<file path="config.mk">
export PLATFORM = sky130hd
export DESIGN_NAME = bpu_top
export DESIGN_NICKNAME = d
export VERILOG_FILES = /design/src/bpu_pkg.sv /design/src/bpu_pred_if.sv /design/src/bpu_decode.sv /design/src/bpu_execute.sv /design/src/bpu_result.sv /design/src/bpu_top.sv
export VERILOG_INCLUDE_DIRS = /design/src
export SDC_FILE = /design/constraint.sdc
export NUM_CORES = 2
export LEC_CHECK = 0
export BUFFER_PORTS_ARGS = -buffer_cell sky130_fd_sc_hd__buf_2
export CORE_ASPECT_RATIO = 0.75
export CORE_MARGIN = 1.5
export CORE_UTILIZATION = 55
export CTS_BUF_LIST = sky130_fd_sc_hd__clkbuf_8
export DETAILED_ROUTE_END_ITERATION = 10
export PLACE_DENSITY = 0.72
export SYNTH_ARGS = -nofsm -noshare
export SYNTH_HDL_FRONTEND = slang
export SYNTH_SLANG_ARGS = --single-unit
</file>
<file path="constraint.sdc">
create_clock -name clk -period 6.5 [get_ports clk]
set_input_delay 0.65 -clock clk [delete_from_list [all_inputs] [get_ports clk]]
set_output_delay 0.65 -clock clk [all_outputs]
set_load 0.03 [all_outputs]
</file>
<file path="src/bpu_cfg.svh">
`ifndef BPU_CFG_SVH
`define BPU_CFG_SVH

// address and instruction width
`define BPU_XLEN 32

// bimodal table, 64 counters indexed from pc bit 1
`define BPU_BHT_IDX_BITS 6

// btb, 16 entries indexed from pc bit 2, tag is everything above
`define BPU_BTB_IDX_BITS 4

// weakly not taken
`define BPU_CTR_INIT 2'b01

// major opcodes of the control transfer instructions
`define BPU_OP_BRANCH 7'b1100011
`define BPU_OP_JAL    7'b1101111
`define BPU_OP_JALR   7'b1100111

`endif

</file>
<file path="src/bpu_pkg.sv">
`default_nettype none

`include "bpu_cfg.svh"

package bpu_pkg;

    // b-type layout, immediate split around rs1/rs2
    typedef struct packed {
        logic       imm12;
        logic [5:0] imm10_5;
        logic [4:0] rs2;
        logic [4:0] rs1;
        logic [2:0] funct3;
        logic [3:0] imm4_1;
        logic       imm11;
        logic [6:0] opcode;
    } b_fmt_t;

    // j-type layout
    typedef struct packed {
        logic       imm20;
        logic [9:0] imm10_1;
        logic       imm11;
        logic [7:0] imm19_12;
        logic [4:0] rd;
        logic [6:0] opcode;
    } j_fmt_t;

    // one fetched word, both offsets are pulled out of it
    typedef union packed {
        b_fmt_t b_fmt;
        j_fmt_t j_fmt;
    } inst_u;

    typedef enum logic [1:0] {
        CLS_OTHER  = 2'd0,
        CLS_BRANCH = 2'd1,
        CLS_JAL    = 2'd2,
        CLS_JALR   = 2'd3
    } inst_class_e;

    typedef logic [1:0] ctr_t;  // 2-bit saturating counter

endpackage

`default_nettype wire

</file>
<file path="src/bpu_pred_if.sv">
`timescale 1ns/1ns
`default_nettype none

`include "bpu_cfg.svh"

// predecode results, valid in the fetch cycle
interface bpu_pred_if;
    import bpu_pkg::*;

    inst_class_e          cls;
    logic [`BPU_XLEN-1:0] br_off;   // sign-extended b-type offset
    logic [`BPU_XLEN-1:0] jal_off;  // sign-extended j-type offset
    logic [`BPU_XLEN-1:0] pc;       // fetch pc passed along

    modport decode (
        output cls,
        output br_off,
        output jal_off,
        output pc
    );

    modport result (
        input cls,
        input br_off,
        input jal_off,
        input pc
    );

endinterface

`default_nettype wire

</file>
<file path="src/bpu_decode.sv">
`timescale 1ns/1ns
`default_nettype none

`include "bpu_cfg.svh"

module bpu_decode (
    input  wire logic                 clk,
    input  wire logic                 rst,
    input  wire logic [`BPU_XLEN-1:0] if_inst_i,
    input  wire logic [`BPU_XLEN-1:0] if_pc_i,
    bpu_pred_if.decode                pred
);
    import bpu_pkg::*;

    localparam int unsigned BR_SEXT  = `BPU_XLEN - 13;
    localparam int unsigned JAL_SEXT = `BPU_XLEN - 21;

    inst_u inst;

    assign inst = if_inst_i;

    // opcode is shared by both views
    always_comb begin
        case (inst.b_fmt.opcode)
            `BPU_OP_BRANCH: pred.cls = CLS_BRANCH;
            `BPU_OP_JAL:    pred.cls = CLS_JAL;
            `BPU_OP_JALR:   pred.cls = CLS_JALR;
            default:        pred.cls = CLS_OTHER;
        endcase
    end

    // b-type offset, bit 0 implied zero
    assign pred.br_off = {{BR_SEXT{inst.b_fmt.imm12}},
                          inst.b_fmt.imm12,
                          inst.b_fmt.imm11,
                          inst.b_fmt.imm10_5,
                          inst.b_fmt.imm4_1,
                          1'b0};

    // j-type offset from the other view of the same word
    assign pred.jal_off = {{JAL_SEXT{inst.j_fmt.imm20}},
                           inst.j_fmt.imm20,
                           inst.j_fmt.imm19_12,
                           inst.j_fmt.imm11,
                           inst.j_fmt.imm10_1,
                           1'b0};

    assign pred.pc = if_pc_i;

    // fetch side must present a clean word after reset
    cls_known_a: assert property (@(posedge clk) disable iff (rst)
        !$isunknown(inst.b_fmt.opcode));

endmodule

`default_nettype wire

</file>
<file path="src/bpu_execute.sv">
`timescale 1ns/1ns
`default_nettype none

`include "bpu_cfg.svh"

module bpu_execute (
    input  wire logic                 clk,
    input  wire logic                 rst,
    input  wire logic [`BPU_XLEN-1:0] if_pc_i,
    input  wire logic                 ex_branch_valid_i,
    input  wire logic                 ex_branch_taken_i,
    input  wire logic [`BPU_XLEN-1:0] ex_pc_i,
    input  wire logic [`BPU_XLEN-1:0] ex_target_i,
    output bpu_pkg::ctr_t             dir_ctr_o,
    output logic                      btb_hit_o,
    output logic [`BPU_XLEN-1:0]      btb_target_o
);
    import bpu_pkg::*;

    localparam int unsigned BHT_IDX  = `BPU_BHT_IDX_BITS;
    localparam int unsigned BTB_IDX  = `BPU_BTB_IDX_BITS;
    localparam int unsigned BHT_SIZE = 1 << BHT_IDX;
    localparam int unsigned BTB_SIZE = 1 << BTB_IDX;
    localparam int unsigned TAG_LSB  = BTB_IDX + 2;
    localparam int unsigned TAG_BITS = `BPU_XLEN - TAG_LSB;

    // direction table
    ctr_t bht [BHT_SIZE];

    // btb arrays
    logic [BTB_SIZE-1:0]  btb_valid;
    logic [TAG_BITS-1:0]  btb_tag [BTB_SIZE];
    logic [`BPU_XLEN-1:0] btb_tgt [BTB_SIZE];

    // lookup side
    logic [BHT_IDX-1:0]  rd_bht_idx;
    logic [BTB_IDX-1:0]  rd_btb_idx;
    logic [TAG_BITS-1:0] rd_tag;

    // update side
    logic [BHT_IDX-1:0]  wr_bht_idx;
    logic [BTB_IDX-1:0]  wr_btb_idx;
    logic [TAG_BITS-1:0] wr_tag;
    logic                btb_wr;
    ctr_t                wr_ctr_cur;
    ctr_t                wr_ctr_nxt;

    assign rd_bht_idx = if_pc_i[BHT_IDX:1];
    assign rd_btb_idx = if_pc_i[TAG_LSB-1:2];
    assign rd_tag     = if_pc_i[`BPU_XLEN-1:TAG_LSB];

    assign wr_bht_idx = ex_pc_i[BHT_IDX:1];
    assign wr_btb_idx = ex_pc_i[TAG_LSB-1:2];
    assign wr_tag     = ex_pc_i[`BPU_XLEN-1:TAG_LSB];

    // only taken outcomes allocate a target
    assign btb_wr = ex_branch_valid_i && ex_branch_taken_i;

    // combinational read, old state on a same-cycle update
    assign dir_ctr_o    = bht[rd_bht_idx];
    assign btb_hit_o    = btb_valid[rd_btb_idx] && (btb_tag[rd_btb_idx] == rd_tag);
    assign btb_target_o = btb_tgt[rd_btb_idx];

    // step the counter toward the outcome
    always_comb begin
        wr_ctr_cur = bht[wr_bht_idx];
        wr_ctr_nxt = wr_ctr_cur;
        if (ex_branch_taken_i) begin
            if (wr_ctr_cur != 2'b11) begin
                wr_ctr_nxt = wr_ctr_cur + 2'b01;
            end
        end else begin
            if (wr_ctr_cur != 2'b00) begin
                wr_ctr_nxt = wr_ctr_cur - 2'b01;
            end
        end
    end

    always_ff @(posedge clk or posedge rst) begin
        if (rst) begin
            for (int i = 0; i < BHT_SIZE; i++) begin
                bht[i] <= `BPU_CTR_INIT;  // weakly not taken
            end
        end else if (ex_branch_valid_i) begin
            bht[wr_bht_idx] <= wr_ctr_nxt;
        end
    end

    always_ff @(posedge clk or posedge rst) begin
        if (rst) begin
            btb_valid <= '0;  // all entries empty
        end else if (btb_wr) begin
            btb_valid[wr_btb_idx] <= 1'b1;
        end
    end

    // tag and target of a taken update
    always_ff @(posedge clk) begin
        if (btb_wr) begin
            btb_tag[wr_btb_idx] <= wr_tag;
            btb_tgt[wr_btb_idx] <= ex_target_i;
        end
    end

    // execute stage must hand over a clean update
    upd_known_a: assert property (@(posedge clk) disable iff (rst)
        ex_branch_valid_i |-> !$isunknown({ex_branch_taken_i, ex_pc_i, ex_target_i}));

    // strongly taken stays there after another taken outcome
    ctr_sat_a: assert property (@(posedge clk) disable iff (rst)
        (ex_branch_valid_i && ex_branch_taken_i && wr_ctr_cur == 2'b11)
        |=> bht[$past(wr_bht_idx)] == 2'b11);

endmodule

`default_nettype wire

</file>
<file path="src/bpu_result.sv">
`timescale 1ns/1ns
`default_nettype none

`include "bpu_cfg.svh"

module bpu_result (
    input  wire logic                 clk,
    input  wire logic                 rst,
    bpu_pred_if.result                pred,
    input  wire bpu_pkg::ctr_t        dir_ctr_i,
    input  wire logic                 btb_hit_i,
    input  wire logic [`BPU_XLEN-1:0] btb_target_i,
    output logic                      branch_o,
    output logic                      pdt_taken_o,
    output logic [`BPU_XLEN-1:0]      pdt_pc_o
);
    import bpu_pkg::*;

    localparam logic [`BPU_XLEN-1:0] INST_BYTES = 4;

    logic [`BPU_XLEN-1:0] own_off;

    assign branch_o = (pred.cls != CLS_OTHER);

    // direction
    always_comb begin
        case (pred.cls)
            CLS_BRANCH: pdt_taken_o = dir_ctr_i[1];  // upper counter bit
            CLS_JAL:    pdt_taken_o = 1'b1;
            default:    pdt_taken_o = 1'b0;          // jalr has no target source
        endcase
    end

    // fallback target when the btb misses
    assign own_off = (pred.cls == CLS_JAL) ? pred.jal_off : pred.br_off;

    // next fetch pc
    always_comb begin
        if (!pdt_taken_o) begin
            pdt_pc_o = pred.pc + INST_BYTES;
        end else if (btb_hit_i) begin
            pdt_pc_o = btb_target_i;  // btb wins over the decoded offset
        end else begin
            pdt_pc_o = pred.pc + own_off;
        end
    end

    // execute must return a known lookup for a control word
    lookup_known_a: assert property (@(posedge clk) disable iff (rst)
        branch_o |-> !$isunknown({dir_ctr_i, btb_hit_i}));

endmodule

`default_nettype wire

</file>
<file path="src/bpu_top.sv">
`timescale 1ns/1ns
`default_nettype none

`include "bpu_cfg.svh"

module bpu_top (
    input  wire logic                 clk,
    input  wire logic                 rst,
    input  wire logic [`BPU_XLEN-1:0] if_pc_i,
    input  wire logic [`BPU_XLEN-1:0] if_inst_i,
    input  wire logic                 ex_branch_valid_i,
    input  wire logic                 ex_branch_taken_i,
    input  wire logic [`BPU_XLEN-1:0] ex_pc_i,
    input  wire logic [`BPU_XLEN-1:0] ex_target_i,
    output logic                      branch_o,
    output logic                      pdt_taken_o,
    output logic [`BPU_XLEN-1:0]      pdt_pc_o
);
    import bpu_pkg::*;

    bpu_pred_if pred_if ();

    // execute to result
    ctr_t                 dir_ctr;
    logic                 btb_hit;
    logic [`BPU_XLEN-1:0] btb_target;

    bpu_decode u_decode (
        .clk       (clk),
        .rst       (rst),
        .if_inst_i (if_inst_i),
        .if_pc_i   (if_pc_i),
        .pred      (pred_if.decode)
    );

    bpu_execute u_execute (
        .clk               (clk),
        .rst               (rst),
        .if_pc_i           (if_pc_i),
        .ex_branch_valid_i (ex_branch_valid_i),
        .ex_branch_taken_i (ex_branch_taken_i),
        .ex_pc_i           (ex_pc_i),
        .ex_target_i       (ex_target_i),
        .dir_ctr_o         (dir_ctr),
        .btb_hit_o         (btb_hit),
        .btb_target_o      (btb_target)
    );

    bpu_result u_result (
        .clk          (clk),
        .rst          (rst),
        .pred         (pred_if.result),
        .dir_ctr_i    (dir_ctr),
        .btb_hit_i    (btb_hit),
        .btb_target_i (btb_target),
        .branch_o     (branch_o),
        .pdt_taken_o  (pdt_taken_o),
        .pdt_pc_o     (pdt_pc_o)
    );

endmodule

`default_nettype wire

</file>
==> impl_metrics.json <==
{
  "status": "complete, no violations",
  "final-hold-violation-count": 0,
  "fin_nets": 3011,
  "cts.repair.resized": 0,
  "cp-startpoint": "if_inst_i[4]",
  "antenna_left": 0,
  "required_ps": 5850,
  "critPathBufInv": 5,
  "power.leakage_nw": 17.8,
  "ios": 166,
  "powerDensity_nw_per_um2": 280,
  "num_rows": 91,
  "critPathTopFamily": "compound AO/OA/AOI/OAI gates",
  "reg2reg_depth": 10,
  "fin_worst_skew_ps": 30.9,
  "cts.sinks": 1072,
  "hp-class": "in2reg",
  "cp_slowest_cell": "o311ai_0",
  "routed_via_density": 6.42,
  "seqPwrFrac_pct": 54.6,
  "overflow": 0,
  "cts-htree-levels": 4,
  "async_flop_share_pct": 13.4,
  "initial_core_util_pct": 55.9,
  "vdd_drop_max_v": 0.000188,
  "critPathMaxFanout": 14,
  "synth_area_per_cell_um2": 17.7,
  "wl_per_cell_um": 29.4,
  "fin_crit_ps": 6090,
  "tightest_slew_ps": 1190,
  "slew_headroom_pct": 20.6,
  "syn_inst": 2603,
  "cp_cell_sequence": "buf_2, nor2b_1, nand4_1, inv_1, nand2_1, inv_1, ha_1, buf_4, mux2_2, ha_1, a211oi_1, o21bai_1, o311ai_0, a31oi_1, o31a_1, or4_1, nand4_1, mux2i_1, mux2i_1, buf_2",
  "drt_wl_total_um": 120000,
  "crit_path_end": "pdt_pc_o[28]",
  "drcViolationCount": 0,
  "fp.coreArea_um2": 82700,
  "cp-end-kind": "output pin",
  "root_buffer": "clkbuf_8",
  "power_frac_clock_pct": 35.8,
  "crit_arrival_ps": 5440,
  "synth-edff-count": 928,
  "final_cell_mix": "edfxtp_1, mux4_2, nand2_1, clkbuf_8, buf_2",
  "io_buffer_count": 164,
  "pre_cts_slack_ps": 536,
  "grt_util_all_layers_pct": 28.7,
  "hold_buffers": 1,
  "area_growth_pct": 11.1,
  "grt_max_degree": 80,
  "r2r-end": "u_execute.bht[107]$_DFFE_PP0P_",
  "ys_ff_latch": 1072,
  "cp-start-kind": "primary input",
  "postLayoutSetupSlackWorst_ps": 411,
  "dieArea_um2": 85700,
  "drt_first_pass_iters": 7,
  "grt_pass1_vias": 26300,
  "ctsLongestPathBuffers": 3,
  "synth_cell_types": 79,
  "power_frac_comb_pct": 9.6,
  "grt_pass1_wl_um": 175000,
  "detailroute.via_count": 26300,
  "slew_viol_final": 0,
  "drive_above_1_share_pct": 30.4,
  "crit_type": "in2out",
  "syn_area_um2": 46200,
  "cts_tree": "yes",
  "synth_warnings": 0,
  "power.switching_mw": 3.55,
  "postCtsSetupBuffers": 0,
  "cap_violations": 0,
  "clk-insertion-delay-late_ps": 850,
  "finalSetupTns_ps": 0,
  "ys_seq_area_share_pct": 68.3,
  "hpwl_um": 73800,
  "setup_violations": 0,
  "gp_congestion": 0.942,
  "p_int_mw": 10.8,
  "layout_commonest_cell": "edfxtp_1",
  "synthFlopType": "edfxtp_1",
  "cpPeakStageDelay_ps": 600,
  "synth_fp_nets": 2772,
  "die_w_um": 338,
  "clk_pin_slew_worst_paths_ps": 70,
  "antenna_found_initial": 17,
  "r2r_slack_ps": 2920,
  "cp_num_cells": 20,
  "chipHeight_um": 254,
  "power_switching_share_pct": 24.7,
  "rsz0062_at_grt": "no",
  "numCtsBuffers": 160,
  "finalCritPeriodShare_pct": 93.7,
  "drtIter0Drc": 3772,
  "fmax_mhz": 164,
  "r2r-start": "u_execute.bht[37]$_DFFE_PP0P_"
}
-- synthesized netlist by cell type, drive strengths merged, types with 64 or more instances --
cell    count  area share (%)
edfxtp    928              60
nand2     173             1.4
o21ai      75            0.81
mux4      288              14
buf        77             1.0
dfrtp      80             4.3
mux2i      94             2.0
dfstp      64             3.6
mux2       85             2.1
clkbuf     66            0.54
nor2      122            0.99
a21oi      75            0.81
-- per-layer routing --
layer  vias up  routed length [um]  global-route usage, %
li1      10900                   -                      -
met1     13500               49800                   43.1
met2      1595               53500                   41.2
met3       177               14700                   7.96
met4        14                2400                   8.51
met5         -                  91                      0
-- state kept, by name, indices dropped and copies added, names as in the netlist --
register             cells
u_execute.btb_tgt      512
u_execute.btb_tag      416
u_execute.bht          128
u_execute.btb_valid     16
-- cell type report --
cell class | instances | area (um2)
Tap cell | 1116 | 1400
Clock buffer | 163 | 2240
Sequential cell | 1072 | 31600
Inverter | 24 | 96.3
Timing Repair Buffer | 220 | 1380
Clock inverter | 125 | 683
Fill cell | 5866 | 31400
Multi-Input combinational cell | 1364 | 13900
Antenna cell | 9 | 22.5
-- kinds of logic (layout without fill, tap and decap cells) --
logic type | Yosys count | count (layout) | synth area share (%)
AOI/OAI and AO/OA | 292 | 292 | 4.16
other | 0 | 9 | 0
adders and majority gates | 39 | 39 | 1.06
and+or+nand+nor | 482 | 482 | 4.94
muxes | 467 | 467 | 18.2
buffers and inverters | 167 | 532 | 1.76
xor gates and xnor gates | 84 | 84 | 1.59
DFF | 1072 | 1072 | 68.3
-- how the worst min path moves through the flow --
stage	start	to	cells after the start
floorplan	u_execute.btb_valid[10]$_DFFE_PP0P_	u_execute.btb_valid[10]$_DFFE_PP0P_	1
global placement	u_execute.btb_valid[7]$_DFFE_PP0P_	u_execute.btb_valid[7]$_DFFE_PP0P_	1
detailed placement	u_execute.btb_valid[4]$_DFFE_PP0P_	u_execute.btb_valid[4]$_DFFE_PP0P_	1
CTS	ex_target_i[16]	u_execute.btb_tgt[15][16]$_DFFE_PP_	1
global route	ex_pc_i[12]	u_execute.btb_tag[4][6]$_DFFE_PP_	1
finish	ex_pc_i[12]	u_execute.btb_tag[1][6]$_DFFE_PP_	1
-- stage by stage --
step / hold slack (ps) / util [%] / cell area (um2) / total power, mW / cells
after detailed placement: 450 / 58.5 / 48400 / 9.35 / 3795
after CTS: 101 / 62.0 / 51300 / 14.4 / 4084
after floorplan: 434 / - / 46200 / 8.88 / 2603
after global routing: 138 / 62.1 / 51300 / 14.9 / 4089
after global placement: 445 / 58.5 / 48400 / 9.30 / 3795
final: 163 / 62.1 / 51300 / 14.4 / 4093
-- power by group through the flow --
stage                     registers, mW  logic, mW  clock network (mW)
final                              7.86       1.38                5.14
after global routing               7.87       1.48                5.51
after CTS                          7.85       1.37                5.22
after detailed placement           7.99       1.36                   0
after global placement             7.97       1.32                   0
after floorplan                    7.95      0.921                   0
No activity file was read; power rests on OpenSTA's default activity.
